### config.mk
export PLATFORM = sky130hd
export DESIGN_NAME = operand_bypass
export DESIGN_NICKNAME = d
export VERILOG_FILES = /design/src/rtl/calc_pkg.sv /design/src/rtl/operand_bypass.sv
export SDC_FILE = /design/constraint.sdc
export NUM_CORES = 1
export LEC_CHECK = 0
export BUFFER_PORTS_ARGS = -buffer_cell sky130_fd_sc_hd__clkbuf_2
export CAP_MARGIN = 40
export CELL_PAD_IN_SITES_DETAIL_PLACEMENT = 0
export CELL_PAD_IN_SITES_GLOBAL_PLACEMENT = 1
export CORE_AREA = 2 2 219 221
export DETAILED_ROUTE_END_ITERATION = 7
export DIE_AREA = 0 0 221 223
export GPL_TIMING_DRIVEN = 1
export PLACE_DENSITY_LB_ADDON = 0.1
export REMOVE_ABC_BUFFERS = 1
export SETUP_SLACK_MARGIN = 0.05
export SYNTH_ARGS = -nofsm -noshare
export SYNTH_HDL_FRONTEND = slang
export SYNTH_SLANG_ARGS = --single-unit
### constraint.sdc
create_clock -name vclk -period 1.6
set_input_delay 0.16 -clock vclk [all_inputs]
set_output_delay 0.16 -clock vclk [all_outputs]
set_load 0.01 [all_outputs]
### src/rtl/calc_pkg.sv
package calc_pkg;

  localparam int DWORD_WIDTH    = 64;
  localparam int REG_ADDR_WIDTH = 5;
  localparam int PC_WIDTH       = 32;

  // Major opcodes of the kept integer operations
  localparam logic [6:0] OPCODE_OP     = 7'b0110011;
  localparam logic [6:0] OPCODE_OP_IMM = 7'b0010011;

  localparam logic [6:0] FUNCT7_MULDIV = 7'b0000001;

  typedef struct packed {
    logic [6:0]                funct7;
    logic [REG_ADDR_WIDTH-1:0] rs2_addr;
    logic [REG_ADDR_WIDTH-1:0] rs1_addr;
    logic [2:0]                funct3;
    logic [REG_ADDR_WIDTH-1:0] rd_addr;
    logic [6:0]                opcode;
  } rtype_s;

  typedef struct packed {
    logic [11:0]               imm12;
    logic [REG_ADDR_WIDTH-1:0] rs1_addr;
    logic [2:0]                funct3;
    logic [REG_ADDR_WIDTH-1:0] rd_addr;
    logic [6:0]                opcode;
  } itype_s;

  // Same instruction word, seen through either format
  typedef union packed {
    rtype_s rtype;
    itype_s itype;
  } instr_u;

  typedef enum logic [2:0] {
    ALU_ADD,
    ALU_SUB,
    ALU_SLL,
    ALU_XOR,
    ALU_OR,
    ALU_AND
  } alu_op_e;

  typedef struct packed {
    logic                      pipe_int_v;
    logic                      pipe_mul_v;
    logic                      irf_w_v;
    logic                      use_imm;
    alu_op_e                   alu_op;
    logic [DWORD_WIDTH-1:0]    imm;
    logic [REG_ADDR_WIDTH-1:0] rd_addr;
  } decode_s;

  typedef struct packed {
    logic [PC_WIDTH-1:0]    pc;
    instr_u                 instr;
    logic [DWORD_WIDTH-1:0] rs1;
    logic [DWORD_WIDTH-1:0] rs2;
  } dispatch_pkt_s;

  // Operands as they leave the reservation register
  typedef struct packed {
    decode_s                decode;
    logic [DWORD_WIDTH-1:0] rs1;
    logic [DWORD_WIDTH-1:0] rs2;
  } issue_s;

  typedef struct packed {
    logic                      v;
    logic [REG_ADDR_WIDTH-1:0] rd_addr;
    logic [DWORD_WIDTH-1:0]    data;
  } fwd_s;

  typedef struct packed {
    logic                      v;
    logic [PC_WIDTH-1:0]       pc;
    logic [REG_ADDR_WIDTH-1:0] rd_addr;
    logic [DWORD_WIDTH-1:0]    rd_data;
  } wb_pkt_s;

endpackage

### src/rtl/operand_bypass.sv
`timescale 1ns/1ps

module operand_bypass #(
  parameter int fwd_els_p = 4
) (
  input  calc_pkg::instr_u                      instr_i,
  input  logic [calc_pkg::DWORD_WIDTH-1:0]      rs1_i,
  input  logic [calc_pkg::DWORD_WIDTH-1:0]      rs2_i,
  input  calc_pkg::fwd_s [fwd_els_p-1:0]        fwd_i,
  output logic [calc_pkg::DWORD_WIDTH-1:0]      bypass_rs1_o,
  output logic [calc_pkg::DWORD_WIDTH-1:0]      bypass_rs2_o
);

  // Walk from the oldest tap to the youngest so that the youngest match wins
  function automatic logic [calc_pkg::DWORD_WIDTH-1:0] pick_operand(
    input logic [calc_pkg::REG_ADDR_WIDTH-1:0] addr,
    input logic [calc_pkg::DWORD_WIDTH-1:0]    arch_val,
    input calc_pkg::fwd_s [fwd_els_p-1:0]      fwd
  );
    logic [calc_pkg::DWORD_WIDTH-1:0] val;

    val = arch_val;
    for (int i = fwd_els_p - 1; i >= 0; i--)
    begin
      if (fwd[i].v && (fwd[i].rd_addr == addr))
        val = fwd[i].data;
    end
    // x0 is hardwired, whatever the packet carries
    if (addr == '0)
      val = '0;
    return val;
  endfunction

  // rs1 sits at the same bits in both formats, rs2 is only meaningful for R-type
  always_comb
  begin
    bypass_rs1_o = pick_operand(instr_i.rtype.rs1_addr, rs1_i, fwd_i);
    bypass_rs2_o = pick_operand(instr_i.rtype.rs2_addr, rs2_i, fwd_i);
  end

endmodule

Word level (Yosys, flattened, before mapping)
Cells that the tools add are included.

storage, ports and cells
  register bits = 0
  logic and storage cells = 28
  ROM bits = 0
  bits in latches = 0
  bits in writable memories = 0
  memories = 0

cells by class
  reductions and logical operators = 10
  divide/modulo/power cells = 0
  order comparisons = 0
  shift operators = 0
  multipliers = 0
  mux-type cells = 10
  add/sub/neg operators = 0
  equality and inequality tests = 8
  bitwise gates (word level) = 0

operators with widths
  operator            number
  64-bit two-way mux  10
  5-bit == test       8
  5-bit zero test     2
  1-bit logical AND   8

Depth between registers and ports, before layout
  depth in word-level cells = 7
  depth in mapped cells = 8
  depth with buffers taken out = 5

Least setup slack after synthesis
OpenSTA, ideal clock, no wires.

  path kind = in2out
  start = input instr_i[22] (netlist name)
  end = output bypass_rs2_o[10] (netlist name)
  path slack = -0.188 ns
  arrival = 1.628 ns
  path buffers = 3
  stages = 8
  cells stage by stage = buf_2 xor2_1 or3b_1 buf_2 nor2_8 buf_6 a211oi_1 o32ai_1

between the ends
  word-level cells in the longest chain between the ends = 7
  elaborated cells between the ends (all ways) = 14
  classes of those cells = eq/ne: 4; mux: 5; reduce/logical: 5

ends and longest elaborated chain
  element                          RTL line              RTL
  start: declaration               operand_bypass.sv:6   input calc_pkg::instr_u instr_i,
  5-bit == test                    operand_bypass.sv:25  if (fwd[i].v && (fwd[i].rd_addr == addr))
  1-bit logical AND                operand_bypass.sv:25
  64-bit two-way mux (4 in a row)  operand_bypass.sv:25
  64-bit two-way mux (*)           operand_bypass.sv:29  if (addr == '0)
  end: declaration                 operand_bypass.sv:11  output logic [calc_pkg::DWORD_WIDTH-1:0] bypass_rs2_o

Every way passes the cells marked *; elsewhere a longest branch is shown, timed or not.

Worst setup path after layout
  start = input instr_i[18] (netlist name)
  end = output bypass_rs1_o[14] (netlist name)

between the ends
  word-level cells in the longest chain between the ends = 7
  elaborated cells between the ends (all ways) = 14
  classes of those cells = eq/ne: 4; mux: 5; reduce/logical: 5

ends and longest elaborated chain
  element                          RTL line              RTL
  5-bit == test                    operand_bypass.sv:25
  1-bit logical AND                operand_bypass.sv:25
  64-bit two-way mux (4 in a row)  operand_bypass.sv:25
  64-bit two-way mux (*)           operand_bypass.sv:29
  end: declaration                 operand_bypass.sv:10  output logic [calc_pkg::DWORD_WIDTH-1:0] bypass_rs1_o,

Marks and branches as above.

==> summary.md <==
| Metric | Value |
|---|---|
| Number of fill cells | `4819` |
| Mapped Cells | `between 1000 and 1500` |
| Combinational power share | `100.0%` |
| Area occupied by registers | `0 um^2` |
| Register area share after synthesis | `0%` |
| Hold crit path type | `input port to output pin` |
| Number of vias per cell | `6.089` |
| F_max | `464.0 MHz` |
| Complex-gate fraction of the synthesized area | `54.51%` |
| Switch share | `55.15%` |
| Largest net degree at the start of global routing | `43` |
| Total power draw | `5.063 mW` |
| Tightest Pin Transition | `~720 ps` |
| First-pass GRT wire length | `112500 um` |
| Arrival time worst endpoint | `2000 ps` |
| Commonest cells in the netlist | `nand3_1 (132), a41oi_1 (128), and3_1 (128), nor2_1 (118), a211oi_1 (115)` |
| Pwr/cell area | `265.8 mW/mm^2` |
| Number of port buffers | `546` |
| Routed Antenna Nets | `0` |
| Endpoints failing setup | `128` |
| Pleak | `around 7.5 nW` |
| RSZ-0062 raised after global routing | `yes` |
| Failing checks | `setup timing` |
| Initial drt markers | `1531` |
| Fin crit share | `134.7%` |
| Fin nets | `2317` |
| Core Area | `roughly 0.047 mm^2` |
| Fraction of layout cells with a size suffix above 1 | `69.49%` |
| Seq pwr share | `0%` |
| Routed vias | `approximately 15000` |
| DRC viols | `0` |
| First-pass DRT Iterations | `6` |
| Vias in the first global route | `15160` |
| Final std cells w/o fill | `2503` |
| Num sequential | `0` |
| Synthesis-to-finish area growth | `117.6%` |
| Gr ovfl total | `0` |
| Clock Power Share | `0%` |
| Initial antenna violation count | `16` |
| Synth top area share | `12.81%` |
| Crit Path Category | `input port to output pin` |
| Ports | `568` |
| Initial core utilization | `18.57%` |
| Setup_tns | `-61500 ps` |
| Final Max Slew Viols | `0` |
| Crit start category | `input port` |
| Largest family of logic cells by synthesized area | `compound AO/OA/AOI/OAI gates` |
| Clkbuf count | `0` |
| Die Wd | `221 um` |
| Worst VDD drop | `0.1848 mV` |
| Req. time, crit path | `1440 ps` |
| Tot GR Track Use | `between 30% and 40%` |
| Total wire length | `83510 um` |
| Final count of hold timing violations | `0` |
| Fraction of the mapped netlist area in simple logic gates | `28.48%` |
| Cell variety after synth | `33` |
| RePlAce Congestion | `0.8919` |
| Chip height | `223 um` |
| Syn Std Cell Area | `0.008755 mm^2` |
| HPWL after detailed placement | `52930 um` |
| Top post-synthesis cells by area | `a41oi_1 (13%), a211oi_1 (9.9%), and3_1 (9.1%)` |
| Full die area | `between 0.04 and 0.05 mm^2` |
| Critical Path End Type | `output pin` |
| Internal | `2.271 mW` |
| Crit Path Max Fanout | `7` |
| Slew HR | `52.21%` |
| Mapped Avg Cell Area | `7.037 um^2` |
| Final WS setup | `-555.2 ps` |
| Synthesis warning total | `0` |
| Outcome | `finished, violations left` |
| Wire length per cell | `33.36 um` |
| Max cap viols | `0` |
| Dominant cell by count in the synthesized netlist | `nand3_1` |
| Yosys top cell by area | `a41oi_1` |
| Synth Area in XOR/XNOR | `4.259%` |
| Mux contribution to synthesized area | `0%` |
| Clock period minus final worst setup slack | `2155 ps` |
| # rows | `80` |
| NetSw | `between 2 and 3 mW` |
| Placed Cells | `2359` |
| Synth Area in Adders | `0%` |
| Multi-input gate area | `0.01074 mm^2` |
==> power by group through the flow <==
stage	clock (mW)	sequential, mW	combinational (mW)
floorplan	0	0	1.43
global placement	0	0	3.76
detailed placement	0	0	3.74
CTS	0	0	4.58
global route	0.000000634	0	5.25
finish	0.000000973	0	5.06
==> what timing repair did <==
item	CTS	global route
pin swaps	111	101
hold buffers	0	0
cloned	39	16
setup endpoints to repair	128	128
resized for setup	388	315
setup buffers	55	29
==> cell usage in the layout, fill, tap and decap left out, drive strengths merged, types with 13 or more instances in the layout <==
master,netlist,routed
clkbuf,84,459
buf,128,377
nor2,120,120
a41oi,128,128
a211oi,115,115
diode,0,13
o221ai,64,64
and3,128,128
xnor2,26,26
a21oi,13,13
o22ai,141,141
o32ai,64,64
nand2b,64,64
xor2,14,14
nand3,133,133
==> path summary, 6_finish.rpt <==
path  slack [ps]               end        start  cells after the start
max         -560  bypass_rs1_o[14]  instr_i[18]                     11
min          740   bypass_rs1_o[8]     rs1_i[8]                      4
==> stage by stage <==
step | instance area, um^2 | hold slack, ps | setup slack (ps) | util (%)
after floorplan | 7639 | 517.6 | -4942 | -
after global placement | 13240 | 755.8 | -989.6 | 28.08
after detailed placement | 13240 | 731.0 | -898.4 | 28.08
after CTS | 17140 | 743.8 | -582.6 | 36.35
after global routing | 19040 | 771.4 | -610.2 | 40.38
final | 19050 | 738.8 | -555.2 | 40.41
==> cell type report <==
class / count / share of cell area, %
Timing Repair Buffer: 839 / 39.44
Multi-Input combinational cell: 1036 / 56.35
Antenna cell: 13 / 0.1708
Tap cell: 615 / 4.039
==> metal layers <==
layer | track usage, % | vias to the layer above | share of wire, %
met4 | 8.941 | 10 | 3.3
met1 | 41.26 | 7578 | 43
met3 | 4.649 | 201 | 7.3
met5 | 0 | - | 0.073
li1 | - | 6455 | -
met2 | 49.73 | 998 | 46
==> cell families after synthesis <==
family / count (synthesis)
AND/OR/NAND/NOR: 465
XOR/XNOR: 40
AO/OA/AOI/OAI: 527
buffers and inverters: 212
==> worst max-delay path, cell delays in order <==
cell	delay (ps)
buf_4	150
xor2_2	190
nor4_4	240
buf_4	190
buf_12	140
nand2_8	100
buf_12	170
buf_16	150
a41oi_4	220
o22ai_2	110
buf_2	170
Power figures use the tool's default switching activity.
