==> src/rtl/calc_pkg.sv <==
package calc_pkg;

  localparam int DWORD_WIDTH    = 64;
  localparam int REG_ADDR_WIDTH = 5;
  localparam int PC_WIDTH       = 32;

  // Major opcodes of the kept integer operations
  localparam logic [6:0] OPCODE_OP     = 7'b0110011;
  localparam logic [6:0] OPCODE_OP_IMM = 7'b0010011;

  localparam logic [6:0] FUNCT7_MULDIV = 7'b0000001;

  typedef struct packed {
    logic [6:0]                funct7;
    logic [REG_ADDR_WIDTH-1:0] rs2_addr;
    logic [REG_ADDR_WIDTH-1:0] rs1_addr;
    logic [2:0]                funct3;
    logic [REG_ADDR_WIDTH-1:0] rd_addr;
    logic [6:0]                opcode;
  } rtype_s;

  typedef struct packed {
    logic [11:0]               imm12;
    logic [REG_ADDR_WIDTH-1:0] rs1_addr;
    logic [2:0]                funct3;
    logic [REG_ADDR_WIDTH-1:0] rd_addr;
    logic [6:0]                opcode;
  } itype_s;

  // Same instruction word, seen through either format
  typedef union packed {
    rtype_s rtype;
    itype_s itype;
  } instr_u;

  typedef enum logic [2:0] {
    ALU_ADD,
    ALU_SUB,
    ALU_SLL,
    ALU_XOR,
    ALU_OR,
    ALU_AND
  } alu_op_e;

  typedef struct packed {
    logic                      pipe_int_v;
    logic                      pipe_mul_v;
    logic                      irf_w_v;
    logic                      use_imm;
    alu_op_e                   alu_op;
    logic [DWORD_WIDTH-1:0]    imm;
    logic [REG_ADDR_WIDTH-1:0] rd_addr;
  } decode_s;

  typedef struct packed {
    logic [PC_WIDTH-1:0]    pc;
    instr_u                 instr;
    logic [DWORD_WIDTH-1:0] rs1;
    logic [DWORD_WIDTH-1:0] rs2;
  } dispatch_pkt_s;

  // Operands as they leave the reservation register
  typedef struct packed {
    decode_s                decode;
    logic [DWORD_WIDTH-1:0] rs1;
    logic [DWORD_WIDTH-1:0] rs2;
  } issue_s;

  typedef struct packed {
    logic                      v;
    logic [REG_ADDR_WIDTH-1:0] rd_addr;
    logic [DWORD_WIDTH-1:0]    data;
  } fwd_s;

  typedef struct packed {
    logic                      v;
    logic [PC_WIDTH-1:0]       pc;
    logic [REG_ADDR_WIDTH-1:0] rd_addr;
    logic [DWORD_WIDTH-1:0]    rd_data;
  } wb_pkt_s;

endpackage

==> src/rtl/instr_decoder.sv <==
`timescale 1ns/1ps

module instr_decoder (
  input  calc_pkg::instr_u  instr_i,
  output calc_pkg::decode_s decode_o
);

  localparam logic [2:0] funct3_add_lp = 3'b000;
  localparam logic [2:0] funct3_sll_lp = 3'b001;
  localparam logic [2:0] funct3_xor_lp = 3'b100;
  localparam logic [2:0] funct3_or_lp  = 3'b110;
  localparam logic [2:0] funct3_and_lp = 3'b111;

  localparam logic [6:0] funct7_base_lp = 7'b0000000;
  localparam logic [6:0] funct7_sub_lp  = 7'b0100000;

  always_comb
  begin
    decode_o         = '0;
    decode_o.alu_op  = calc_pkg::ALU_ADD;
    decode_o.rd_addr = instr_i.rtype.rd_addr;
    // imm12 only matters for OP_IMM, the ALU ignores it otherwise
    decode_o.imm     = {{(calc_pkg::DWORD_WIDTH-12){instr_i.itype.imm12[11]}},
                        instr_i.itype.imm12};

    case (instr_i.rtype.opcode)
      calc_pkg::OPCODE_OP:
      begin
        if (instr_i.rtype.funct7 == calc_pkg::FUNCT7_MULDIV)
          decode_o.pipe_mul_v = (instr_i.rtype.funct3 == funct3_add_lp);
        else if (instr_i.rtype.funct7 == funct7_sub_lp)
        begin
          decode_o.pipe_int_v = (instr_i.rtype.funct3 == funct3_add_lp);
          decode_o.alu_op     = calc_pkg::ALU_SUB;
        end
        else if (instr_i.rtype.funct7 == funct7_base_lp)
        begin
          decode_o.pipe_int_v = 1'b1;
          case (instr_i.rtype.funct3)
            funct3_add_lp: decode_o.alu_op = calc_pkg::ALU_ADD;
            funct3_sll_lp: decode_o.alu_op = calc_pkg::ALU_SLL;
            funct3_xor_lp: decode_o.alu_op = calc_pkg::ALU_XOR;
            funct3_or_lp:  decode_o.alu_op = calc_pkg::ALU_OR;
            funct3_and_lp: decode_o.alu_op = calc_pkg::ALU_AND;
            default:       decode_o.pipe_int_v = 1'b0;
          endcase
        end
      end
      calc_pkg::OPCODE_OP_IMM:
      begin
        decode_o.use_imm    = 1'b1;
        decode_o.pipe_int_v = 1'b1;
        case (instr_i.itype.funct3)
          funct3_add_lp: decode_o.alu_op = calc_pkg::ALU_ADD;
          funct3_xor_lp: decode_o.alu_op = calc_pkg::ALU_XOR;
          funct3_or_lp:  decode_o.alu_op = calc_pkg::ALU_OR;
          funct3_and_lp: decode_o.alu_op = calc_pkg::ALU_AND;
          default:       decode_o.pipe_int_v = 1'b0;
        endcase
      end
      default:
      begin
        decode_o.pipe_int_v = 1'b0;
      end
    endcase

    // Writes to x0 turn into a nop
    if (instr_i.rtype.rd_addr == '0)
    begin
      decode_o.pipe_int_v = 1'b0;
      decode_o.pipe_mul_v = 1'b0;
    end
    decode_o.irf_w_v = decode_o.pipe_int_v | decode_o.pipe_mul_v;
  end

endmodule

==> config.mk <==
export PLATFORM = sky130hd
export DESIGN_NAME = instr_decoder
export DESIGN_NICKNAME = d
export VERILOG_FILES = /design/src/rtl/calc_pkg.sv /design/src/rtl/instr_decoder.sv
export SDC_FILE = /design/constraint.sdc
export NUM_CORES = 1
export LEC_CHECK = 0
export BUFFER_PORTS_ARGS = -buffer_cell sky130_fd_sc_hd__buf_2
export CORE_MARGIN = 3
export CORE_UTILIZATION = 32
export DETAILED_ROUTE_END_ITERATION = 7
export GPL_ROUTABILITY_DRIVEN = 1
export PLACE_DENSITY = 0.84
export SLEW_MARGIN = 20
export SYNTH_ARGS = -nofsm -noshare
export SYNTH_HDL_FRONTEND = slang
export SYNTH_SLANG_ARGS = --single-unit
==> constraint.sdc <==
create_clock -name vclk -period 1.3
set_input_delay 0.065 -clock vclk [all_inputs]
set_output_delay 0.065 -clock vclk [all_outputs]
set_load 0.01 [all_outputs]
======== After elaboration in Yosys (flattened, before gate mapping) ========
Cells that the tools add are included.
cells by class
  reductions and logical operators ........ 5
  equal/unequal tests ..................... 8
  mux-type cells .......................... 16
  bitwise operators ....................... 1
operators with widths
  operator              number
  $eq A7 B6 Y1 const B  2
  $pmux W3 S4           1
  $eq A3 B3 Y1 const B  3
  $mux W3               3
  $pmux W3 S3           1
  $mux W1               8
  $eq A7 B1 Y1 const B  1
  $eq A7 B5 Y1 const B  1
  $logic_not A7 Y1      1
  $pmux W3 S2           1
  $logic_not A5 Y1      1
  $reduce_or A5 Y1      1
  $reduce_or A4 Y1      1
  $eq A3 B1 Y1 const B  1
  $logic_not A3 Y1      1
  $mux W2               1
  $pmux W1 S2           1
  $or A1 B1 Y1          1
storage, ports and cells
  output and inout bits ................... 76
  register bits ........................... 0
  word-level logic and storage cells ...... 30

======== Logic depth before layout (Yosys ltp) ========
Gate-level depths: netlist of run 1.
  depth after elaboration ................. 9
  mapped depth ............................ 4
  depth with buffers taken out ............ 4

======== Worst setup path after synthesis of run 1 ========
No wires, ideal clock.
  kind .................................... in2out
  from .................................... in instr_i[26] in the netlist's numbering
  to ...................................... out decode_o[73] in the netlist's numbering
  path slack .............................. 53 ps
  stages .................................. 4
  data required time ...................... 1235 ps
  arrival time ............................ 1182 ps
  path through ............................ or4_4 nor4b_2 nand3_1 o21ai_1
RTL lines
  item             RTL line            source
  start, declared  instr_decoder.sv:4  input calc_pkg::instr_u instr_i,
  end, declared    instr_decoder.sv:5  output calc_pkg::decode_s decode_o

==> results.json, run 1 <==
{
  "rsz0062_at_grt": "true",
  "cp_slowest_stage_delay_ns": 0.57,
  "grt_pass1_wl_um": 2118,
  "p_per_area_mw_per_mm2": 317.8,
  "crit_required_ns": 1.24,
  "yosys_warnings": 0,
  "core_area_mm2": 0.002255,
  "seqCellArea_um2": 0,
  "status": "finished, violations left",
  "criticalPathCategory": "in -> out",
  "wl_um": 1707,
  "viasPerCell": 4.430,
  "first_iter_violations": 5,
  "seq_cells": 0,
  "synthTopCellsByArea": "buf_4 (67%), or4b_1 (2.6%), o41ai_2 (2.1%), nor2_1 (2.0%), nor4b_2 (2.0%)",
  "fin_ws_ns": -0.2230,
  "crit_path_max_fanout": 4,
  "ir_drop_mv": 0.1252,
  "grt_use_total": 0.08970,
  "place_congestion": 0.7523,
  "die_area_mm2": 0.003024,
  "period_needed_ns": 1.523,
  "cp.depth": 6,
  "synth_top_area_frac": 0.6743,
  "clockBufferCount": 0,
  "drv_slew": 0,
  "placementRows": 17,
  "antenna_found_initial": 0,
  "layout-drive-gt1-share": 0.8231,
  "gr-total-overflow": 0,
  "slew_headroom": 0.7063,
  "ys_seq_area_frac": 0,
  "start_util": 0.3407,
  "arrival_ns": 1.46,
  "crit_slowest_cell": "or4_4",
  "first_global_vias": 478,
  "hold_ws_ns": 0.1300,
  "clock.fmax_mhz": 656.6,
  "area_growth_pct": 7.980,
  "worst_slew_pin_slew_ns": 0.4366,
  "ys_types": 25,
  "cp-end-kind": "primary output",
  "dieWidth_um": 55.00,
  "final_area_um2": 829.5,
  "die_y_um": 55.00,
  "tns_ns": -1.085,
  "violations": "setup timing",
  "finalHoldViolations": 0,
  "p_leak_uw": 0.0004948,
  "critPathTopFamily": "simple AND/OR/NAND/NOR gates",
  "cp-start-kind": "input pin",
  "port_buffers": 93,
  "placement.cell_area_um2": 765.7,
  "nets": 164,
  "ios": 108,
  "netlist_area_um2": 768.2,
  "dp.final_hpwl_um": 1386,
  "insertedDiodeCount": 0,
  "drc": 0,
  "worstHoldPathCells": 0,
  "finalCritPeriodShare": 1.172,
  "cap_violations": 0,
  "dr.pass1.iters": 4,
  "wl_per_cell_um": 10.80,
  "multiInputGateArea_um2": 275.3,
  "n_fill_cell": 242,
  "vias": 700,
  "crit_buf_inv": 2,
  "grt_max_degree": 54,
  "setup_viol": 6,
  "ant_nets": 0,
  "syn-num-nets": 136,
  "syn_inst": 104,
  "synth_top_area_cell": "buf_4",
  "cp_cell_sequence": "buf_6, or4_4, o41ai_2, and3_1, a22o_1, buf_2",
  "syn_avg_cell_area_um2": 7.387,
  "total_power_uw": 263.7,
  "hp-class": "in -> out"
}
==> logic make-up after synthesis <==
family / after synthesis / synth area share
simple gates: 22 / 0.1971
mux: 1 / 0.01466
buf+inv: 71 / 0.6840
compound gates: 10 / 0.1043
==> synth_stat cells, types with 2 or more instances <==
cell     instances
and2_1           2
and3_1           2
buf_4           69
inv_1            2
nand2_1          3
nand3_1          2
nor2_1           4
o21ai_1          2
or4b_1           2
==> final timing paths <==
kind                  endpoint        start
setup / recovery  decode_o[70]  instr_i[26]
hold / removal     decode_o[6]  instr_i[21]
==> per-layer routing <==
metal	global-route usage	vias up	wire [um]
met5	0	-	0
met4	0.004049	0	0
met3	0.005362	0	331
met2	0.1693	78	801
met1	0.1159	289	574
li1	-	333	-
==> placed cells by master, fill, tap and decap left out, types with 2 or more instances in the layout <==
cell type	n
inv_1	2
buf_4	2
nor2_1	4
buf_2	88
o21ai_2	2
buf_6	5
and3_1	2
nand2_1	3
==> where the power goes <==
group          total (uW)  internal [uW]  switching, uW
Combinational         264            117            147
Sequential              0              0              0
Clock                   0              0              0
Total                 264            117            147
==> timing repair <==
action                                  4_1_cts  5_1_grt
hold buffers                                  0        0
setup buffers                                 0        0
pin swaps                                     3        3
gates cloned                                  0        0
endpoints found under the setup margin        6        6
gates resized for setup                       4        9
==> per-stage QoR <==
stage,std cells,util,setup WS (ns)
floorplan,104,-,0.05271
global placement,158,0.3396,-0.1860
detailed placement,158,0.3396,-0.2111
CTS,158,0.3491,-0.2076
global route,158,0.3679,-0.2864
finish,158,0.3679,-0.2230
==> cell type report <==
class	count	area share
Tap cell	28	0.04223
Inverter	2	0.009050
Timing Repair Buffer	95	0.6169
Multi-Input combinational cell	33	0.3318
(Power assumes the default switching activity.)
==> run 2, diff against run 1 <==
--- a/config.mk
+++ b/config.mk
@@ -11,6 +11,7 @@
 export DETAILED_ROUTE_END_ITERATION = 7
 export GPL_ROUTABILITY_DRIVEN = 1
 export PLACE_DENSITY = 0.84
+export RECOVER_POWER = 50
 export SLEW_MARGIN = 20
 export SYNTH_ARGS = -nofsm -noshare
 export SYNTH_HDL_FRONTEND = slang
==> results.json, run 2 (synthesized netlist as in run 1, its figures left out) <==
{
  "status": "finished, violations left",
  "violations": "setup timing",
  "finalHoldViolations": 0,
  "clockBufferCount": 0,
  "fin_ws_ns": -0.2249,
  "cp_slowest_stage_delay_ns": 0.57,
  "clock.fmax_mhz": 655.8,
  "placementRows": 17,
  "cp-end-kind": "primary output",
  "cts_setup_buffers": 0,
  "nets": 164,
  "vias": 704,
  "rsz0062_at_grt": "true",
  "insertedDiodeCount": 0,
  "placed_cells": 158,
  "first_iter_violations": 5,
  "die_area_mm2": 0.003024,
  "drv_slew": 0,
  "seq_cells": 0,
  "gr-total-overflow": 0,
  "crit_path_max_fanout": 4,
  "seqCellArea_um2": 0,
  "grt_use_total": 0.08970,
  "wl_um": 1716,
  "place_congestion": 0.7523,
  "hold_buffers": 0,
  "hp-class": "in -> out",
  "dp.final_hpwl_um": 1386,
  "n_fill_cell": 243,
  "grt_pass1_wl_um": 2118,
  "p_per_area_mw_per_mm2": 317.8,
  "worst_slew_pin_slew_ns": 0.4366,
  "mostFrequentLayoutCells": "buf_2 (87), buf_6 (5), nor2_1 (4)",
  "final_cells": 158,
  "cap_violations": 0,
  "criticalPathCategory": "in -> out",
  "port_buffers": 93,
  "ant_nets": 0,
  "viasPerCell": 4.456,
  "drc": 0,
  "finalCritPeriodShare": 1.173,
  "crit_required_ns": 1.24,
  "crit_slowest_cell": "or4_4",
  "multiInputGateArea_um2": 275.3,
  "mostFrequentLayoutCell": "buf_2",
  "period_needed_ns": 1.525,
  "ios": 108,
  "tns_ns": -1.090,
  "die_y_um": 55.00,
  "slew_headroom": 0.7063,
  "antenna_found_initial": 0,
  "dr.pass1.iters": 4,
  "cp_cell_sequence": "buf_6, or4_4, o41ai_2, and3_1, a22o_1, buf_2",
  "p_leak_uw": 0.0004921,
  "dpl_worst_slack_ns": -0.2111,
  "grt_max_degree": 54,
  "core_area_mm2": 0.002255,
  "dieWidth_um": 55.00,
  "cp-start-kind": "input pin",
  "start_util": 0.3407,
  "area_growth_pct": 7.818,
  "ir_drop_mv": 0.1253,
  "arrival_ns": 1.46,
  "setup_viol": 6,
  "wl_per_cell_um": 10.86,
  "layout-drive-gt1-share": 0.8154,
  "first_global_vias": 478
}
-- run 2: cell count changes in the layout (fill, tap and decap cells not counted) --
cell and change:
clkbuf_1 +1, buf_2 -1
-- run 2: report_power, final --
| part | internal, uW | switching, uW |
|---|---|---|
| logic | 117 | 147 |
| clock network | 0 | 0 |
| registers | 0 | 0 |
-- run 2: metrics by stage --
stage	hold WS (ns)	power [uW]	instance area (um2)	utilization
6_report	0.1300	263.2	828.3	0.3674
3_5_place_dp	0.1301	252.0	765.7	0.3396
2_1_floorplan	0.1716	246.4	768.2	-
5_1_grt	0.1300	296.4	828.3	0.3674
3_3_place_gp	0.1301	248.5	765.7	0.3396
4_1_cts	0.1301	258.5	787.0	0.3491
-- run 2: final cells by class --
| type | instances | share of cell area |
|---|---|---|
| Inverter | 2 | 0.009063 |
| Tap cell | 28 | 0.04230 |
| Multi-Input combinational cell | 33 | 0.3323 |
| Timing Repair Buffer | 95 | 0.6163 |
-- run 2: critical path: cells and delay by family --
kind                   cells  cell delay, ns
buffers and inverters      2            0.21
AO/OA/AOI/OAI              2            0.37
AND/OR/NAND/NOR            2            0.81
-- run 2: path summary, 6_finish.rpt --
path                  cells after the start  slack (ns)            to        start
worst max-delay path                      6       -0.22  decode_o[70]  instr_i[26]
worst min-delay path                      0        0.13   decode_o[6]  instr_i[21]
-- run 2: repair_timing --
action | in CTS | in global routing
endpoints found under the setup margin | 6 | 6
gates resized for setup | 4 | 9
pin swaps | 3 | 3
-- run 2: per-layer routing --
metal	GRT usage	wire [um]	part of all wire	vias to the layer above
met5	0	0	0	-
met4	0.004049	0	0	0
met3	0.005362	331	0.19	0
met2	0.1693	806	0.47	78
met1	0.1159	578	0.34	294
li1	-	-	-	332
==> run 3, diff against run 2 <==
--- a/config.mk
+++ b/config.mk
@@ -6,7 +6,7 @@
 export NUM_CORES = 1
 export LEC_CHECK = 0
 export BUFFER_PORTS_ARGS = -buffer_cell sky130_fd_sc_hd__buf_2
-export CORE_MARGIN = 3
+export CORE_MARGIN = 2
 export CORE_UTILIZATION = 32
 export DETAILED_ROUTE_END_ITERATION = 7
 export GPL_ROUTABILITY_DRIVEN = 1
@@ -16,3 +16,4 @@
 export SYNTH_ARGS = -nofsm -noshare
 export SYNTH_HDL_FRONTEND = slang
 export SYNTH_SLANG_ARGS = --single-unit
+export TNS_END_PERCENT = 10
==> results.json, run 3 (synthesized netlist as in run 1, its figures left out) <==
{
  "status": "finished, violations left",
  "hold_buffers": 0,
  "die_y_um": 53.00,
  "clock.fmax_mhz": 671.2,
  "setup_viol": 6,
  "crit_slowest_cell": "or4_4",
  "wl_per_cell_um": 10.31,
  "fin_ws_ns": -0.1899,
  "p_switching_uw": 144.4,
  "p_per_area_mw_per_mm2": 327.5,
  "wl_um": 1639,
  "internal-power_uw": 101.8,
  "period_needed_ns": 1.490,
  "seqCellArea_um2": 0,
  "crit_path_max_fanout": 4,
  "p_leak_uw": 0.0004051,
  "dr.pass1.iters": 2,
  "worst_slew_pin_slew_ns": 0.6449,
  "n_fill_cell": 258,
  "finalCritPeriodShare": 1.146,
  "clockPowerShare": 0,
  "clockBufferCount": 0,
  "dieWidth_um": 53.00,
  "power_frac_seq": 0,
  "final_cells": 159,
  "layout-drive-gt1-share": 0.5725,
  "placementRows": 17,
  "cp_slowest_stage_delay_ns": 0.55,
  "gr-total-overflow": 0,
  "violations": "setup timing",
  "wl_met3_um": 267,
  "dp.final_hpwl_um": 1436,
  "power.share.combinational": 1.000,
  "cp-end-kind": "primary output",
  "hp-class": "in -> out",
  "start_util": 0.3440,
  "arrival_ns": 1.42,
  "cp_cell_sequence": "buf_6, or4_4, o41ai_2, and3_1, a22o_1, buf_2",
  "placed_cells": 159,
  "seq_cells": 0,
  "die_area_mm2": 0.002808,
  "drc": 0,
  "hold_ws_ns": 0.1300,
  "mostFrequentLayoutCell": "buf_2",
  "grt_max_degree": 54,
  "area_growth_pct": -2.117,
  "rsz0062_at_grt": "true",
  "ios": 108,
  "port_buffers": 93,
  "vias": 682,
  "cts_setup_buffers": 0,
  "place_congestion": 0.7982,
  "ant_nets": 0,
  "crit_required_ns": 1.24,
  "swShare": 0.5865,
  "ir_drop_mv": 0.1171,
  "core_area_mm2": 0.002233,
  "cap_violations": 0,
  "grt_use_total": 0.1004,
  "drv_slew": 0,
  "criticalPathCategory": "in -> out",
  "finalHoldViolations": 0,
  "mostFrequentLayoutCells": "buf_2 (63), clkbuf_1 (28), nor2_1 (4)",
  "viasPerCell": 4.289,
  "grt_pass1_wl_um": 2187,
  "nets": 165,
  "first_global_vias": 529,
  "antenna_found_initial": 0,
  "cp-start-kind": "input pin",
  "wl_met2_um": 830,
  "first_iter_violations": 4,
  "slew_headroom": 0.5701,
  "wl_met1_um": 536,
  "insertedDiodeCount": 0,
  "top_layer_used": "met4",
  "tns_ns": -0.9343
}
## run 3: final timing paths
| kind | end | cells past startpoint | slack [ns] | start |
|---|---|---|---|---|
| worst max-delay path | decode_o[70] | 6 | -0.19 | instr_i[26] |
| worst min-delay path | decode_o[5] | 0 | 0.13 | instr_i[20] |
## run 3: worst max-delay path, delay by kind of cell
kind | cells | cell delay, ns
AOI/OAI and AO/OA | 2 | 0.36
buffers and inverters | 2 | 0.22
and+or+nand+nor | 2 | 0.78
## run 3: repair_timing
action | in CTS | in global routing
endpoints found under the setup margin | 6 | 6
pin swaps | 3 | 0
hold endpoints to repair | 0 | 0
gates resized for setup | 3 | 1
## run 3: power by group through the flow
stage / Combinational [uW] / Sequential [uW] / Clock [uW]
after floorplan: 246 / 0 / 0
after global placement: 251 / 0 / 0
after detailed placement: 255 / 0 / 0
after CTS: 260 / 0 / 0
after global routing: 274 / 0 / 0
final: 246 / 0 / 0
## run 3: routing by layer
metal,up-vias,global-route usage
li1,334,-
met3,2,0.008475
met2,72,0.2313
met1,274,0.09428
met4,0,0.004274
met5,-,0
## run 3: layout make-up
| cell class | count | area, um2 | share of cell area |
|---|---|---|---|
| Timing Repair Buffer | 96 | 462.9 | 0.6156 |
| Multi-Input combinational cell | 33 | 246.5 | 0.3278 |
| Tap cell | 28 | 35.03 | 0.04659 |
| Inverter | 2 | 7.507 | 0.009983 |
## run 3: stage by stage
| stage | setup WS [ns] | instance area [um2] | utilization | total power, uW |
|---|---|---|---|---|
| after floorplan | 0.05271 | 768.2 | - | 246.4 |
| after global placement | -0.1776 | 773.2 | 0.3462 | 251.0 |
| after detailed placement | -0.1993 | 773.2 | 0.3462 | 255.2 |
| after CTS | -0.1861 | 789.5 | 0.3535 | 260.5 |
| after global routing | -0.2598 | 752.0 | 0.3367 | 274.4 |
| final | -0.1899 | 752.0 | 0.3367 | 246.3 |
