**src/rtl/calc_pkg.sv**
```systemverilog
package calc_pkg;

  localparam int DWORD_WIDTH    = 64;
  localparam int REG_ADDR_WIDTH = 5;
  localparam int PC_WIDTH       = 32;

  // Major opcodes of the kept integer operations
  localparam logic [6:0] OPCODE_OP     = 7'b0110011;
  localparam logic [6:0] OPCODE_OP_IMM = 7'b0010011;

  localparam logic [6:0] FUNCT7_MULDIV = 7'b0000001;

  typedef struct packed {
    logic [6:0]                funct7;
    logic [REG_ADDR_WIDTH-1:0] rs2_addr;
    logic [REG_ADDR_WIDTH-1:0] rs1_addr;
    logic [2:0]                funct3;
    logic [REG_ADDR_WIDTH-1:0] rd_addr;
    logic [6:0]                opcode;
  } rtype_s;

  typedef struct packed {
    logic [11:0]               imm12;
    logic [REG_ADDR_WIDTH-1:0] rs1_addr;
    logic [2:0]                funct3;
    logic [REG_ADDR_WIDTH-1:0] rd_addr;
    logic [6:0]                opcode;
  } itype_s;

  // Same instruction word, seen through either format
  typedef union packed {
    rtype_s rtype;
    itype_s itype;
  } instr_u;

  typedef enum logic [2:0] {
    ALU_ADD,
    ALU_SUB,
    ALU_SLL,
    ALU_XOR,
    ALU_OR,
    ALU_AND
  } alu_op_e;

  typedef struct packed {
    logic                      pipe_int_v;
    logic                      pipe_mul_v;
    logic                      irf_w_v;
    logic                      use_imm;
    alu_op_e                   alu_op;
    logic [DWORD_WIDTH-1:0]    imm;
    logic [REG_ADDR_WIDTH-1:0] rd_addr;
  } decode_s;

  typedef struct packed {
    logic [PC_WIDTH-1:0]    pc;
    instr_u                 instr;
    logic [DWORD_WIDTH-1:0] rs1;
    logic [DWORD_WIDTH-1:0] rs2;
  } dispatch_pkt_s;

  // Operands as they leave the reservation register
  typedef struct packed {
    decode_s                decode;
    logic [DWORD_WIDTH-1:0] rs1;
    logic [DWORD_WIDTH-1:0] rs2;
  } issue_s;

  typedef struct packed {
    logic                      v;
    logic [REG_ADDR_WIDTH-1:0] rd_addr;
    logic [DWORD_WIDTH-1:0]    data;
  } fwd_s;

  typedef struct packed {
    logic                      v;
    logic [PC_WIDTH-1:0]       pc;
    logic [REG_ADDR_WIDTH-1:0] rd_addr;
    logic [DWORD_WIDTH-1:0]    rd_data;
  } wb_pkt_s;

endpackage

```
**src/rtl/completion_pipe.sv**
```systemverilog
`timescale 1ns/1ps

module completion_pipe #(
  parameter int fwd_els_p = 4
) (
  input  logic                             clk_i,
  input  logic                             rst_n_i,
  input  logic                             dispatch_v_i,
  input  calc_pkg::dispatch_pkt_s          dispatch_pkt_i,
  input  calc_pkg::decode_s                decode_i,
  input  logic [calc_pkg::DWORD_WIDTH-1:0] rs1_i,
  input  logic [calc_pkg::DWORD_WIDTH-1:0] rs2_i,
  input  logic                             flush_i,
  input  logic [calc_pkg::DWORD_WIDTH-1:0] int_data_i,
  input  logic [calc_pkg::DWORD_WIDTH-1:0] mul_data_i,
  output calc_pkg::issue_s                 issue_o,
  output calc_pkg::fwd_s [fwd_els_p-1:0]   fwd_o,
  output calc_pkg::wb_pkt_s                wb_pkt_o
);

  localparam int tap_els_lp = 4;

  calc_pkg::issue_s                issue_n;
  calc_pkg::issue_s                issue_r;
  calc_pkg::fwd_s [tap_els_lp-1:0] taps;

  // Stage 1 is the reservation register
  logic [3:1]                                    poison_r;
  logic [3:1]                                    poison_n;
  logic [3:1][calc_pkg::PC_WIDTH-1:0]            pc_r;
  logic [3:2]                                    w_r;
  logic [3:2][calc_pkg::REG_ADDR_WIDTH-1:0]      rd_r;
  logic [3:2][calc_pkg::DWORD_WIDTH-1:0]         data_r;
  logic [4:2][calc_pkg::DWORD_WIDTH-1:0]         data_n;
  logic                                          st2_mul_r;

  logic                                          wb_v_r;
  logic [calc_pkg::PC_WIDTH-1:0]                 wb_pc_r;
  logic [calc_pkg::REG_ADDR_WIDTH-1:0]           wb_rd_r;
  logic [calc_pkg::DWORD_WIDTH-1:0]              wb_data_r;

  // Only a real dispatch may start a pipe or claim a write
  always_comb
  begin
    issue_n                   = '0;
    issue_n.decode            = decode_i;
    issue_n.decode.pipe_int_v = decode_i.pipe_int_v & dispatch_v_i;
    issue_n.decode.pipe_mul_v = decode_i.pipe_mul_v & dispatch_v_i;
    issue_n.decode.irf_w_v    = decode_i.irf_w_v & dispatch_v_i;
    issue_n.rs1               = rs1_i;
    issue_n.rs2               = rs2_i;
  end

  // Flush reaches the three youngest stages but not the writeback register
  assign poison_n[1] = flush_i;
  assign poison_n[2] = poison_r[1] | flush_i;
  assign poison_n[3] = poison_r[2] | flush_i;

  // Integer result lands in stage 2 and multiply result in stage 3
  assign data_n[2] = issue_r.decode.pipe_int_v ? int_data_i : '0;
  assign data_n[3] = st2_mul_r ? mul_data_i : data_r[2];
  assign data_n[4] = data_r[3];

  always_ff @(posedge clk_i or negedge rst_n_i)
  begin
    if (!rst_n_i)
    begin
      issue_r   <= '0;
      poison_r  <= '0;
      w_r       <= '0;
      st2_mul_r <= 1'b0;
      wb_v_r    <= 1'b0;
    end
    else
    begin
      issue_r   <= issue_n;
      poison_r  <= poison_n;
      w_r[2]    <= issue_r.decode.irf_w_v;
      w_r[3]    <= w_r[2];
      st2_mul_r <= issue_r.decode.pipe_mul_v;
      wb_v_r    <= w_r[3] & ~poison_r[3];
    end
  end

  always_ff @(posedge clk_i)
  begin
    pc_r[1]   <= dispatch_pkt_i.pc;
    pc_r[2]   <= pc_r[1];
    pc_r[3]   <= pc_r[2];
    rd_r[2]   <= issue_r.decode.rd_addr;
    rd_r[3]   <= rd_r[2];
    data_r[2] <= data_n[2];
    data_r[3] <= data_n[3];
    wb_pc_r   <= pc_r[3];
    wb_rd_r   <= rd_r[3];
    wb_data_r <= data_n[4];
  end

  assign issue_o = issue_r;

  // Taps run youngest first and each carries the value its stage will hold next
  assign taps[0] = '{v: issue_r.decode.irf_w_v & ~poison_n[2],
                     rd_addr: issue_r.decode.rd_addr, data: data_n[2]};
  assign taps[1] = '{v: w_r[2] & ~poison_n[3], rd_addr: rd_r[2], data: data_n[3]};
  assign taps[2] = '{v: w_r[3] & ~poison_r[3], rd_addr: rd_r[3], data: data_n[4]};
  assign taps[3] = '{v: wb_v_r, rd_addr: wb_rd_r, data: wb_data_r};

  for (genvar i = 0; i < fwd_els_p; i++)
  begin : g_fwd
    if (i < tap_els_lp)
    begin : g_tap
      assign fwd_o[i] = taps[i];
    end
    else
    begin : g_pad
      assign fwd_o[i] = '0;
    end
  end

  assign wb_pkt_o = '{v: wb_v_r, pc: wb_pc_r, rd_addr: wb_rd_r, rd_data: wb_data_r};

  // Dispatcher must hold off a reader of a multiply for one cycle
  a_mul_hazard: assert property (@(posedge clk_i) disable iff (!rst_n_i)
    (dispatch_v_i && (decode_i.pipe_int_v || decode_i.pipe_mul_v)
     && issue_r.decode.pipe_mul_v && !poison_n[2])
    |-> (dispatch_pkt_i.instr.rtype.rs1_addr != issue_r.decode.rd_addr)
        && (decode_i.use_imm
            || (dispatch_pkt_i.instr.rtype.rs2_addr != issue_r.decode.rd_addr)));

  // Flush kills the dispatches at its own edge and the two before it
  a_flush_kills: assert property (@(posedge clk_i) disable iff (!rst_n_i)
    flush_i |-> ##2 !wb_pkt_o.v ##1 !wb_pkt_o.v ##1 !wb_pkt_o.v);

endmodule

```
**config.mk**
```make
export PLATFORM = sky130hd
export DESIGN_NAME = completion_pipe
export DESIGN_NICKNAME = d
export VERILOG_FILES = /design/src/rtl/calc_pkg.sv /design/src/rtl/completion_pipe.sv
export SDC_FILE = /design/constraint.sdc
export NUM_CORES = 1
export LEC_CHECK = 0
export ABC_AREA = 0
export BUFFER_PORTS_ARGS = -buffer_cell sky130_fd_sc_hd__buf_2
export CAP_MARGIN = 20
export CELL_PAD_IN_SITES_DETAIL_PLACEMENT = 0
export CELL_PAD_IN_SITES_GLOBAL_PLACEMENT = 1
export CORE_AREA = 5 5 436 438
export DETAILED_ROUTE_END_ITERATION = 8
export DIE_AREA = 0 0 441 443
export GPL_TIMING_DRIVEN = 1
export MAX_ROUTING_LAYER = met4
export PLACE_DENSITY_LB_ADDON = 0.2
export SLEW_MARGIN = 10
export SYNTH_ARGS = -nofsm -noshare
export SYNTH_HDL_FRONTEND = slang
export SYNTH_SLANG_ARGS = --single-unit
export TNS_END_PERCENT = 20
```
**constraint.sdc**
```tcl
create_clock -name clk_i -period 1.51 [get_ports clk_i]
set_input_delay 0.302 -clock clk_i [delete_from_list [all_inputs] [get_ports clk_i]]
set_output_delay 0.302 -clock clk_i [all_outputs]
set_load 0.05 [all_outputs]
```
### After elaboration in Yosys (flattened, before gate mapping)

Cells that the tools add are included.

* word-level logic and storage cells: 36
* register bits after elaboration: 546
* input bits: 528

* bitwise operators: 11
* mux-type cells: 2

Operators with widths (number)
* $mux 64: 2
* $and 1x1->1: 6
* $not 1->1: 3
* $or 1x1->1: 2

### Longest topological paths before layout

Gate-level depths: netlist of the first run.

* depth in word-level cells: 3
* depth in mapped cells: 3

### Worst setup path after synthesis of the first run

OpenSTA, ideal clock, no wires.

* kind: register to output
* start: register issue_r, in the netlist issue_o[201]
* end: output port fwd_o[69] (netlist bit)
* path buffers: 0
* path slack: -0.633 ns
* required time: 1.208 ns
* stages on the path, launching flop included: 2
* arrival: 1.841 ns
* cells stage by stage: dfrtp_1 -> nor3b_1

RTL lines
* start, declared: line completion_pipe.sv:24 `calc_pkg::issue_s issue_r;`
* start signal, assigned: line completion_pipe.sv:76 `issue_r <= issue_n;`
* end, declared: line completion_pipe.sv:17 `output calc_pkg::fwd_s [fwd_els_p-1:0] fwd_o,`

==> flow_metrics.env, run 1 <==
export IMPL_status="finished with violations"
export IMPL_violations="hold timing, setup timing"
export IMPL_max_vdd_ir_drop_uv=1030
export IMPL_power_leakage_nw=13.6
export IMPL_drv_cap=0
export IMPL_critPathLaunch="st2_mul_r"
export IMPL_cts_sinks=546
export IMPL_dp_hpwl_um=68500
export IMPL_r2r_start="st2_mul_r"
export IMPL_ff2ff_path_depth=4
export IMPL_routed_via_density=2.35
export IMPL_drt_initial_drc_count=434
export IMPL_grt_start_max_net_pins=34
export IMPL_crit_type="flop to primary output"
export IMPL_place_area_um2=22400
export IMPL_fmax_mhz=415
export IMPL_worst_setup_path_end_kind="primary output"
export IMPL_dieArea_um2=195000
export IMPL_initial_core_util_pct=7.84
export IMPL_synthesis_nets=1363
export IMPL_ant_nets=0
export IMPL_clkLatencyLatePin_ns=0.69
export IMPL_ys_ff_latch=546
export IMPL_grt_overflow=0
export IMPL_yosysSeqAreaShare_pct=82.2
export IMPL_r2r_end="fwd_o[177]"
export IMPL_grt_pass1_vias=12000
export IMPL_start_kind="flop"
export IMPL_worstHoldPathType="input pin to flop"
export IMPL_cts_tree="built"
export IMPL_dp_slack_ns=-0.227
export IMPL_tightestPinTransition_ns=0.423
export IMPL_drc_errors=0
export IMPL_syn2layout_area_growth_pct=104
export IMPL_r2r_slack_ns=0
export IMPL_drv_slew=0
export IMPL_holdWs_ns=-0.149
export IMPL_netlist_instances=835
export IMPL_first_pass_iters=4
export IMPL_vias=10900
export IMPL_num_io_pins=1114
export IMPL_portBuffers=953
export IMPL_cp_required_ns=1.21
export IMPL_numCtsBuffers=75
export IMPL_crit_fanout=15
export IMPL_clk_pin_slew_ns=0.05
export IMPL_skew_ns=0.0427
export IMPL_grt_pass1_wl_um=111000
export IMPL_finalHoldViolations=99
export IMPL_drive_above_1_share_pct=64.3
export IMPL_avgSynthCellArea_um2=17.5
export IMPL_period_share_pct=159
export IMPL_cts_root_buf="clkbuf_16"
export IMPL_fp_coreArea_um2=186000
export IMPL_drt_total_wl_um=86600
export IMPL_finalCriticalPeriod_ns=2.41
export IMPL_yosysWarnings=0
export IMPL_ys_types=12
export IMPL_antenna_found_initial=21
export IMPL_stdcell_area_um2=29700
export IMPL_rsz0062_at_grt="yes"
export IMPL_finalNetCount=2595
export IMPL_place_congestion=0.815
export IMPL_crit_path_end="fwd_o[124]"
export IMPL_dieHeight_um=443
export IMPL_worstPathArrival_ns=2.11
export IMPL_htreeDepth=3
export IMPL_setup_viol=576
export IMPL_row_count=159
export IMPL_synthesis_area_um2=14600
export IMPL_setup_ws_ns=-0.898
export IMPL_ctsHoldBuffers=241
export IMPL_clockBufferDepth=3
export IMPL_slew_headroom_pct=71.8
export IMPL_power_w=0.0417
export IMPL_wl_per_cell_um=18.7
export IMPL_die_x_um=441
export IMPL_power_density_nw_per_um2=1400
export IMPL_grt_usage_pct=8.84
cell type report:
type / instances / area (um2)
Tap cell: 2495 / 3120
Clock inverter: 28 / 444
Clock buffer: 110 / 2200
Fill cell: 20800 / 156000
Sequential cell: 546 / 12100
Antenna cell: 13 / 32.5
Timing Repair Buffer: 1308 / 10300
Multi-Input combinational cell: 136 / 1570
metal layers:
metal  global-route usage, %  routed length, um  vias to the layer above
met1                    8.80              29900                     5226
met5                       -                  0                        -
met2                    15.8              46600                      539
met4                    2.20               1710                        0
met3                    3.79               8420                      100
li1                        -                  -                     5009
sequential cells by signal (all words and copies together) (netlist names):
name,cells
data_r,64
fwd_o,79
issue_o,199
pc_r,96
poison_r,3
st2_mul_r,1
w_r,2
wb_data_r,64
wb_pc_r,32
wb_rd_r,5
wb_v_r,1
kinds of logic (layout without fill, tap and decap cells):
kind of cell	after synthesis	in the layout	share of synthesized area (%)
buf+inv	153	1446	8.26
other cells	0	13	0
mux	64	64	6.48
flops	546	546	82.2
simple gates	72	72	3.10
cells in the mapped netlist, drive strengths merged:
library cell	n	area share [%]
and2	67	2.9
buf	147	8.1
clkbuf	6	0.15
dfrtp	211	36
dfxtp	335	46
mux2	64	6.5
nor2b	1	0.043
nor3b	2	0.10
or2	2	0.086
critical path, stage by stage, from the launching register on:
cell,delay (ns)
dfrtp_4,0.47
buf_12,0.16
buf_16,0.21
mux2_4,0.33
buf_6,0.16
through the flow:
step	utilization, %	TNS [ns]	cells
after CTS	15.4	-212.08	4603
after global placement	12.0	-11.63	4205
final	16.0	-125.42	4636
after global routing	16.0	-198.97	4632
after detailed placement	12.0	-11.61	4205
after floorplan	-	-1.60	835
how the worst min path moves through the flow:
stage / from / endpoint / slack [ns] / cells past startpoint
floorplan: rst_n_i / fwd_o[64] / 0.006 / 0
finish: mul_data_i[10] / fwd_o[150] / -0.15 / 2
global route: mul_data_i[58] / fwd_o[198] / -0.25 / 2
global placement: rst_n_i / issue_o[147] / 0.24 / 1
detailed placement: rst_n_i / issue_o[147] / 0.24 / 1
CTS: mul_data_i[55] / fwd_o[195] / -0.28 / 2
cells in the final DEF (no fill, tap or decap), drive strengths merged:
cell	instances
inv	5
dlygate4sd3	241
and2	67
clkbuf	112
buf	1065
clkinv	13
diode	13
clkinvlp	3
nor2b	1
mux2	64
dfrtp	211
or2	2
dfxtp	335
nor3b	2
bufinv	7
power breakdown:
part	switching, W	leakage, nW	internal (W)
combinational	0.00471	7.02	0.00239
sequential	0.000401	5.24	0.0153
clock	0.00743	1.29	0.0115
what timing repair did:
action,4_1_cts,5_1_grt
setup buffers,12,24
endpoints found under the hold margin,578,119
resized for setup,289,421
gates cloned,8,2
endpoints found under the setup margin,586,589
pin swaps,3,27
(Power assumes the default switching activity.)
==> inputs of run 2 (changes only) <==
CAP_MARGIN = default   (was 20)
CORE_AREA = 5 5 429 431   (was 5 5 436 438)
CTS_BUF_LIST = sky130_fd_sc_hd__clkbuf_8   (was default)
DIE_AREA = 0 0 434 436   (was 0 0 441 443)
==> flow_metrics.env, run 2 (synthesis gave the netlist of run 1 again) <==
export IMPL_status="finished with violations"
export IMPL_violations="hold timing, setup timing"
export IMPL_portBuffers=953
export IMPL_final_cell_mix="buf_2, dlygate4sd3_1, dfxtp_1"
export IMPL_initial_core_util_pct=8.12
export IMPL_setup_viol=592
export IMPL_finalCriticalPeriod_ns=2.46
export IMPL_row_count=156
export IMPL_numCtsBuffers=110
export IMPL_hp_start="mul_data_i[56]"
export IMPL_power_leakage_nw=14.5
export IMPL_ant_nets=0
export IMPL_worstPathArrival_ns=2.16
export IMPL_r2r_end="fwd_o[149]"
export IMPL_setup_tns_final_ns=-198.01
export IMPL_largest_register_ffs=199
export IMPL_dp_cells=4084
export IMPL_holdWs_ns=-0.290
export IMPL_power_density_nw_per_um2=1270
export IMPL_finalNetCount=2817
export IMPL_grt_start_max_net_pins=39
export IMPL_crit_type="flop to primary output"
export IMPL_crit_fanout=32
export IMPL_pwr_share_clk_pct=41.3
export IMPL_slowest_stage="dfrtp_4"
export IMPL_clkLatencyLatePin_ns=0.83
export IMPL_pwr_share_comb_pct=19.0
export IMPL_clockBufferDepth=3
export IMPL_fmax_mhz=406
export IMPL_skew_ns=0.0404
export IMPL_max_stage_delay_ns=0.51
export IMPL_vias=11900
export IMPL_p_switching_w=0.0123
export IMPL_grt_pass1_vias=13300
export IMPL_dp_hpwl_um=66600
export IMPL_max_vdd_ir_drop_uv=761
export IMPL_routed_via_density=2.49
export IMPL_worst_setup_path_end_kind="primary output"
export IMPL_wl_per_cell_um=17.7
export IMPL_worstHoldPathType="input pin to flop"
export IMPL_rsz0062_at_grt="yes"
export IMPL_cp_required_ns=1.21
export IMPL_drc_errors=0
export IMPL_drive_above_1_share_pct=59.2
export IMPL_place_congestion=0.812
export IMPL_num_io_pins=1114
export IMPL_fp_coreArea_um2=180000
export IMPL_dieArea_um2=189000
export IMPL_htreeDepth=3
export IMPL_cp_cell_sequence="buf_16 > mux2_4 > buf_6"
export IMPL_whs_endpoint="fwd_o[196]"
export IMPL_clk_pin_slew_ns=0.06
export IMPL_mostFrequentLayoutCell="buf_2"
export IMPL_grt_overflow=0
export IMPL_path_buf_inv=2
export IMPL_tightestPinTransition_ns=0.372
export IMPL_setup_ws_ns=-0.955
export IMPL_cts_tree="built"
export IMPL_drv_slew=0
export IMPL_finalHoldViolations=126
export IMPL_period_share_pct=163
export IMPL_first_pass_iters=4
export IMPL_grt_pass1_wl_um=110000
export IMPL_slew_headroom_pct=75.2
export IMPL_drv_cap=0
export IMPL_start_kind="flop"
export IMPL_internal_power_w=0.0273
export IMPL_drt_total_wl_um=84400
export IMPL_antenna_found_initial=19
export IMPL_hold_depth=2
export IMPL_switching_share_pct=31.1
export IMPL_r2r_slack_ns=-0.07
export IMPL_fin_cells=4768
export IMPL_ff2ff_path_depth=5
export IMPL_r2r_start="st2_mul_r"
export IMPL_critical_path_top_delay_family="flip-flops"
export IMPL_cts_root_buf="clkbuf_8"
export IMPL_drt_initial_drc_count=292
export IMPL_dieHeight_um=436
export IMPL_final_util_pct=17.4
export IMPL_seqPwrFrac_pct=39.7
export IMPL_die_x_um=434
export IMPL_grt_usage_pct=8.87
export IMPL_cts_sinks=546
export IMPL_syn2layout_area_growth_pct=114
export IMPL_power_w=0.0396
## run 2: changes by cell type in the layout (fill, tap and decap cells not counted), sizes merged, moves of 6 or more
cell and delta:
clkbuf +27, buf +8, clkinv -6, dlygate4sd3 +179
inv +45, diode +8
## run 2: repair_timing
item,CTS,global route
buffers inserted,16,27
gates cloned,4,2
setup endpoints to repair,586,588
gates resized for setup,347,457
endpoints found under the hold margin,578,128
pin swaps,5,19
hold buffers,420,1
## run 2: cell type report
class / count / area, um2
Fill cell: 19800 / 148000
Antenna cell: 21 / 52.6
Clock inverter: 63 / 467
Multi-Input combinational cell: 136 / 1570
Sequential cell: 546 / 12100
Timing Repair Buffer: 1495 / 12300
Tap cell: 2370 / 2970
Clock buffer: 137 / 1890
## run 2: worst max-delay path by stage
stage                 start         end  slack (ns)  depth (start not counted)
2_1_floorplan  issue_o[201]   fwd_o[69]       -0.16                          1
3_3_place_gp      st2_mul_r   fwd_o[74]       -0.20                          4
3_5_place_dp      st2_mul_r  fwd_o[106]       -0.20                          3
4_1_cts           st2_mul_r   fwd_o[79]       -1.17                          4
5_1_grt           st2_mul_r   fwd_o[94]       -1.13                          4
6_report          st2_mul_r  fwd_o[113]       -0.95                          3
## run 2: power groups by stage
| stage | logic (W) | clock network (W) | registers [W] |
|---|---|---|---|
| global placement | 0.00604 | 0 | 0.0159 |
| finish | 0.00753 | 0.0164 | 0.0157 |
| detailed placement | 0.00600 | 0 | 0.0159 |
| floorplan | 0.00233 | 0 | 0.0175 |
| CTS | 0.00737 | 0.0175 | 0.0157 |
| global route | 0.00787 | 0.0180 | 0.0158 |
## run 2: worst register-to-register path, cell delays in order (launching register included)
cell     delay (ns)
dfrtp_4        0.51
buf_12         0.17
buf_4          0.16
mux2_4         0.31
buf_4          0.15
buf_4          0.14
## run 2: routing by layer
metal  GRT usage (%)  share of wire (%)  vias to the layer above
met1            8.41                 35                     5632
li1                -                  -                     5472
met2            15.1                 51                      607
met5               -                  0                        -
met4            4.05                4.1                        0
met3            4.34                 10                      149
## run 2: per-stage QoR
step                cell area (um2)  setup WS (ns)
global route                  31300          -1.13
detailed placement            22300         -0.201
floorplan                     14600         -0.160
CTS                           30100          -1.17
global placement              22300         -0.205
finish                        31300         -0.955
==> inputs of run 3 (changes only) <==
PLACE_DENSITY = 0.32   (was default)
PLACE_DENSITY_LB_ADDON = default   (was 0.2)
==> flow_metrics.env, run 3 (synthesis gave the netlist of run 1 again) <==
export IMPL_violations="hold timing, setup timing"
export IMPL_worst_setup_path_end_kind="primary output"
export IMPL_dieArea_um2=189000
export IMPL_num_io_pins=1114
export IMPL_grt_start_max_net_pins=51
export IMPL_die_x_um=434
export IMPL_worstPathArrival_ns=2.17
export IMPL_fin_cells=4686
export IMPL_worstHoldPathType="input pin to flop"
export IMPL_skew_ns=0.0504
export IMPL_p_switching_w=0.0125
export IMPL_ant_nets=0
export IMPL_drive_above_1_share_pct=62.5
export IMPL_dieHeight_um=436
export IMPL_initial_core_util_pct=8.12
export IMPL_finalHoldViolations=126
export IMPL_clk_pin_slew_ns=0.06
export IMPL_power_leakage_nw=14.1
export IMPL_grt_usage_pct=9.47
export IMPL_dp_hpwl_um=70200
export IMPL_internal_power_w=0.0277
export IMPL_max_vdd_ir_drop_uv=605
export IMPL_setup_ws_ns=-0.960
export IMPL_rsz0062_at_grt="yes"
export IMPL_vias=11400
export IMPL_fp_coreArea_um2=180000
export IMPL_wl_per_cell_um=19.2
export IMPL_crit_fanout=31
export IMPL_drv_slew=0
export IMPL_cts_tree="built"
export IMPL_seqPwrFrac_pct=39.1
export IMPL_finalNetCount=2714
export IMPL_dp_cells=4079
export IMPL_drt_total_wl_um=89900
export IMPL_max_stage_delay_ns=0.51
export IMPL_crit_type="flop to primary output"
export IMPL_ctsHoldBuffers=327
export IMPL_holdWs_ns=-0.283
export IMPL_cp_cell_sequence="buf_16 > mux2_4 > buf_6"
export IMPL_numCtsBuffers=111
export IMPL_grt_pass1_wl_um=116000
export IMPL_cp_required_ns=1.21
export IMPL_tightestPinTransition_ns=0.615
export IMPL_first_pass_iters=4
export IMPL_portBuffers=953
export IMPL_grt_pass1_vias=12500
export IMPL_slew_headroom_pct=58.9
export IMPL_drv_cap=0
export IMPL_place_congestion=0.781
export IMPL_switching_share_pct=31.2
export IMPL_final_cell_mix="buf_2, dlygate4sd3_1, dfxtp_1"
export IMPL_pwr_share_clk_pct=42.3
export IMPL_start_kind="flop"
export IMPL_pwr_share_comb_pct=18.6
export IMPL_period_share_pct=164
export IMPL_drc_errors=0
export IMPL_grt_overflow=0
export IMPL_antenna_found_initial=37
export IMPL_slowest_stage="dfrtp_4"
export IMPL_fmax_mhz=405
export IMPL_setup_viol=586
export IMPL_drt_initial_drc_count=260
export IMPL_syn2layout_area_growth_pct=110
export IMPL_finalCriticalPeriod_ns=2.47
export IMPL_cts_sinks=546
export IMPL_routed_via_density=2.44
export IMPL_largest_register_ffs=199
export IMPL_htreeDepth=3
export IMPL_clockBufferDepth=3
export IMPL_status="finished with violations"
export IMPL_power_density_nw_per_um2=1310
export IMPL_clkLatencyLatePin_ns=0.82
export IMPL_row_count=156
export IMPL_mostFrequentLayoutCell="buf_2"
export IMPL_cts_root_buf="clkbuf_8"
[run 3: cell types whose count changed in the layout (fill, tap and decap cells not counted), moves of 6 or more]
cell / before / now
dfxtp_1: 310 / 295
inv_1: 44 / 38
buf_16: 1 / 7
diode_2: 21 / 33
dlygate4sd3_1: 420 / 327
clkinv_2: 7 / 15
buf_4: 101 / 82
dfxtp_2: 15 / 27
[run 3: path summary, 6_finish.rpt]
path	cells past startpoint	start	slack [ns]	end
max	3	st2_mul_r	-0.96	fwd_o[114]
min	2	int_data_i[47]	-0.28	data_r[47]
max reg2reg	5	st2_mul_r	0.02	fwd_o[150]
min reg2reg	0	pc_r[81]	0.30	wb_pc_r[17]
max in group asynchronous	4	rst_n_i	0.23	issue_o[187]
min in group asynchronous	3	rst_n_i	0.65	issue_o[194]
[run 3: timing repair]
item / 4_1_cts / 5_1_grt
hold endpoints to repair: 578 / 128
pin swaps: 10 / 12
setup endpoints to repair: 586 / 586
buffers inserted: 18 / 17
gates cloned: 9 / 1
resized for setup: 358 / 507
[run 3: stage by stage]
step	setup TNS [ns]	util [%]	area (um2)	setup slack (ns)	total power (W)
after floorplan	-1.60	-	14600	-0.160	0.0198
final	-185.99	17.0	30600	-0.960	0.0402
after global routing	-287.34	17.0	30600	-1.11	0.0423
after CTS	-314.94	16.3	29400	-1.13	0.0411
after detailed placement	-8.66	12.3	22200	-0.180	0.0220
after global placement	-8.48	12.3	22200	-0.176	0.0220
[run 3: per-layer routing]
layer	GRT usage, %	up-vias	share of wire [%]
li1	-	5297	-
met1	9.50	5422	36
met2	16.4	579	51
met3	3.92	140	9.3
met4	3.57	0	3.9
met5	-	-	0
[run 3: worst max-delay path, delay by kind of cell, from the launching register on]
family / cells / cell delay (ns)
muxes: 1 / 0.41
DFF: 1 / 0.51
buffers and inverters: 2 / 0.35
[run 3: cell type report]
| class | instances | area (um2) |
|---|---|---|
| antenna | 33 | 82.6 |
| clock inverter | 71 | 554 |
| timing repair buffer | 1391 | 11500 |
| fill | 19900 | 149000 |
| sequential | 546 | 12100 |
| multi-input combinational | 136 | 1580 |
| clock buffer | 139 | 1910 |
| tap | 2370 | 2970 |
[run 3: power groups by stage]
stage | clock, W | sequential [W] | combinational [W]
floorplan | 0 | 0.0175 | 0.00233
global placement | 0 | 0.0159 | 0.00604
detailed placement | 0 | 0.0160 | 0.00601
CTS | 0.0181 | 0.0157 | 0.00730
global route | 0.0187 | 0.0158 | 0.00780
finish | 0.0170 | 0.0157 | 0.00748
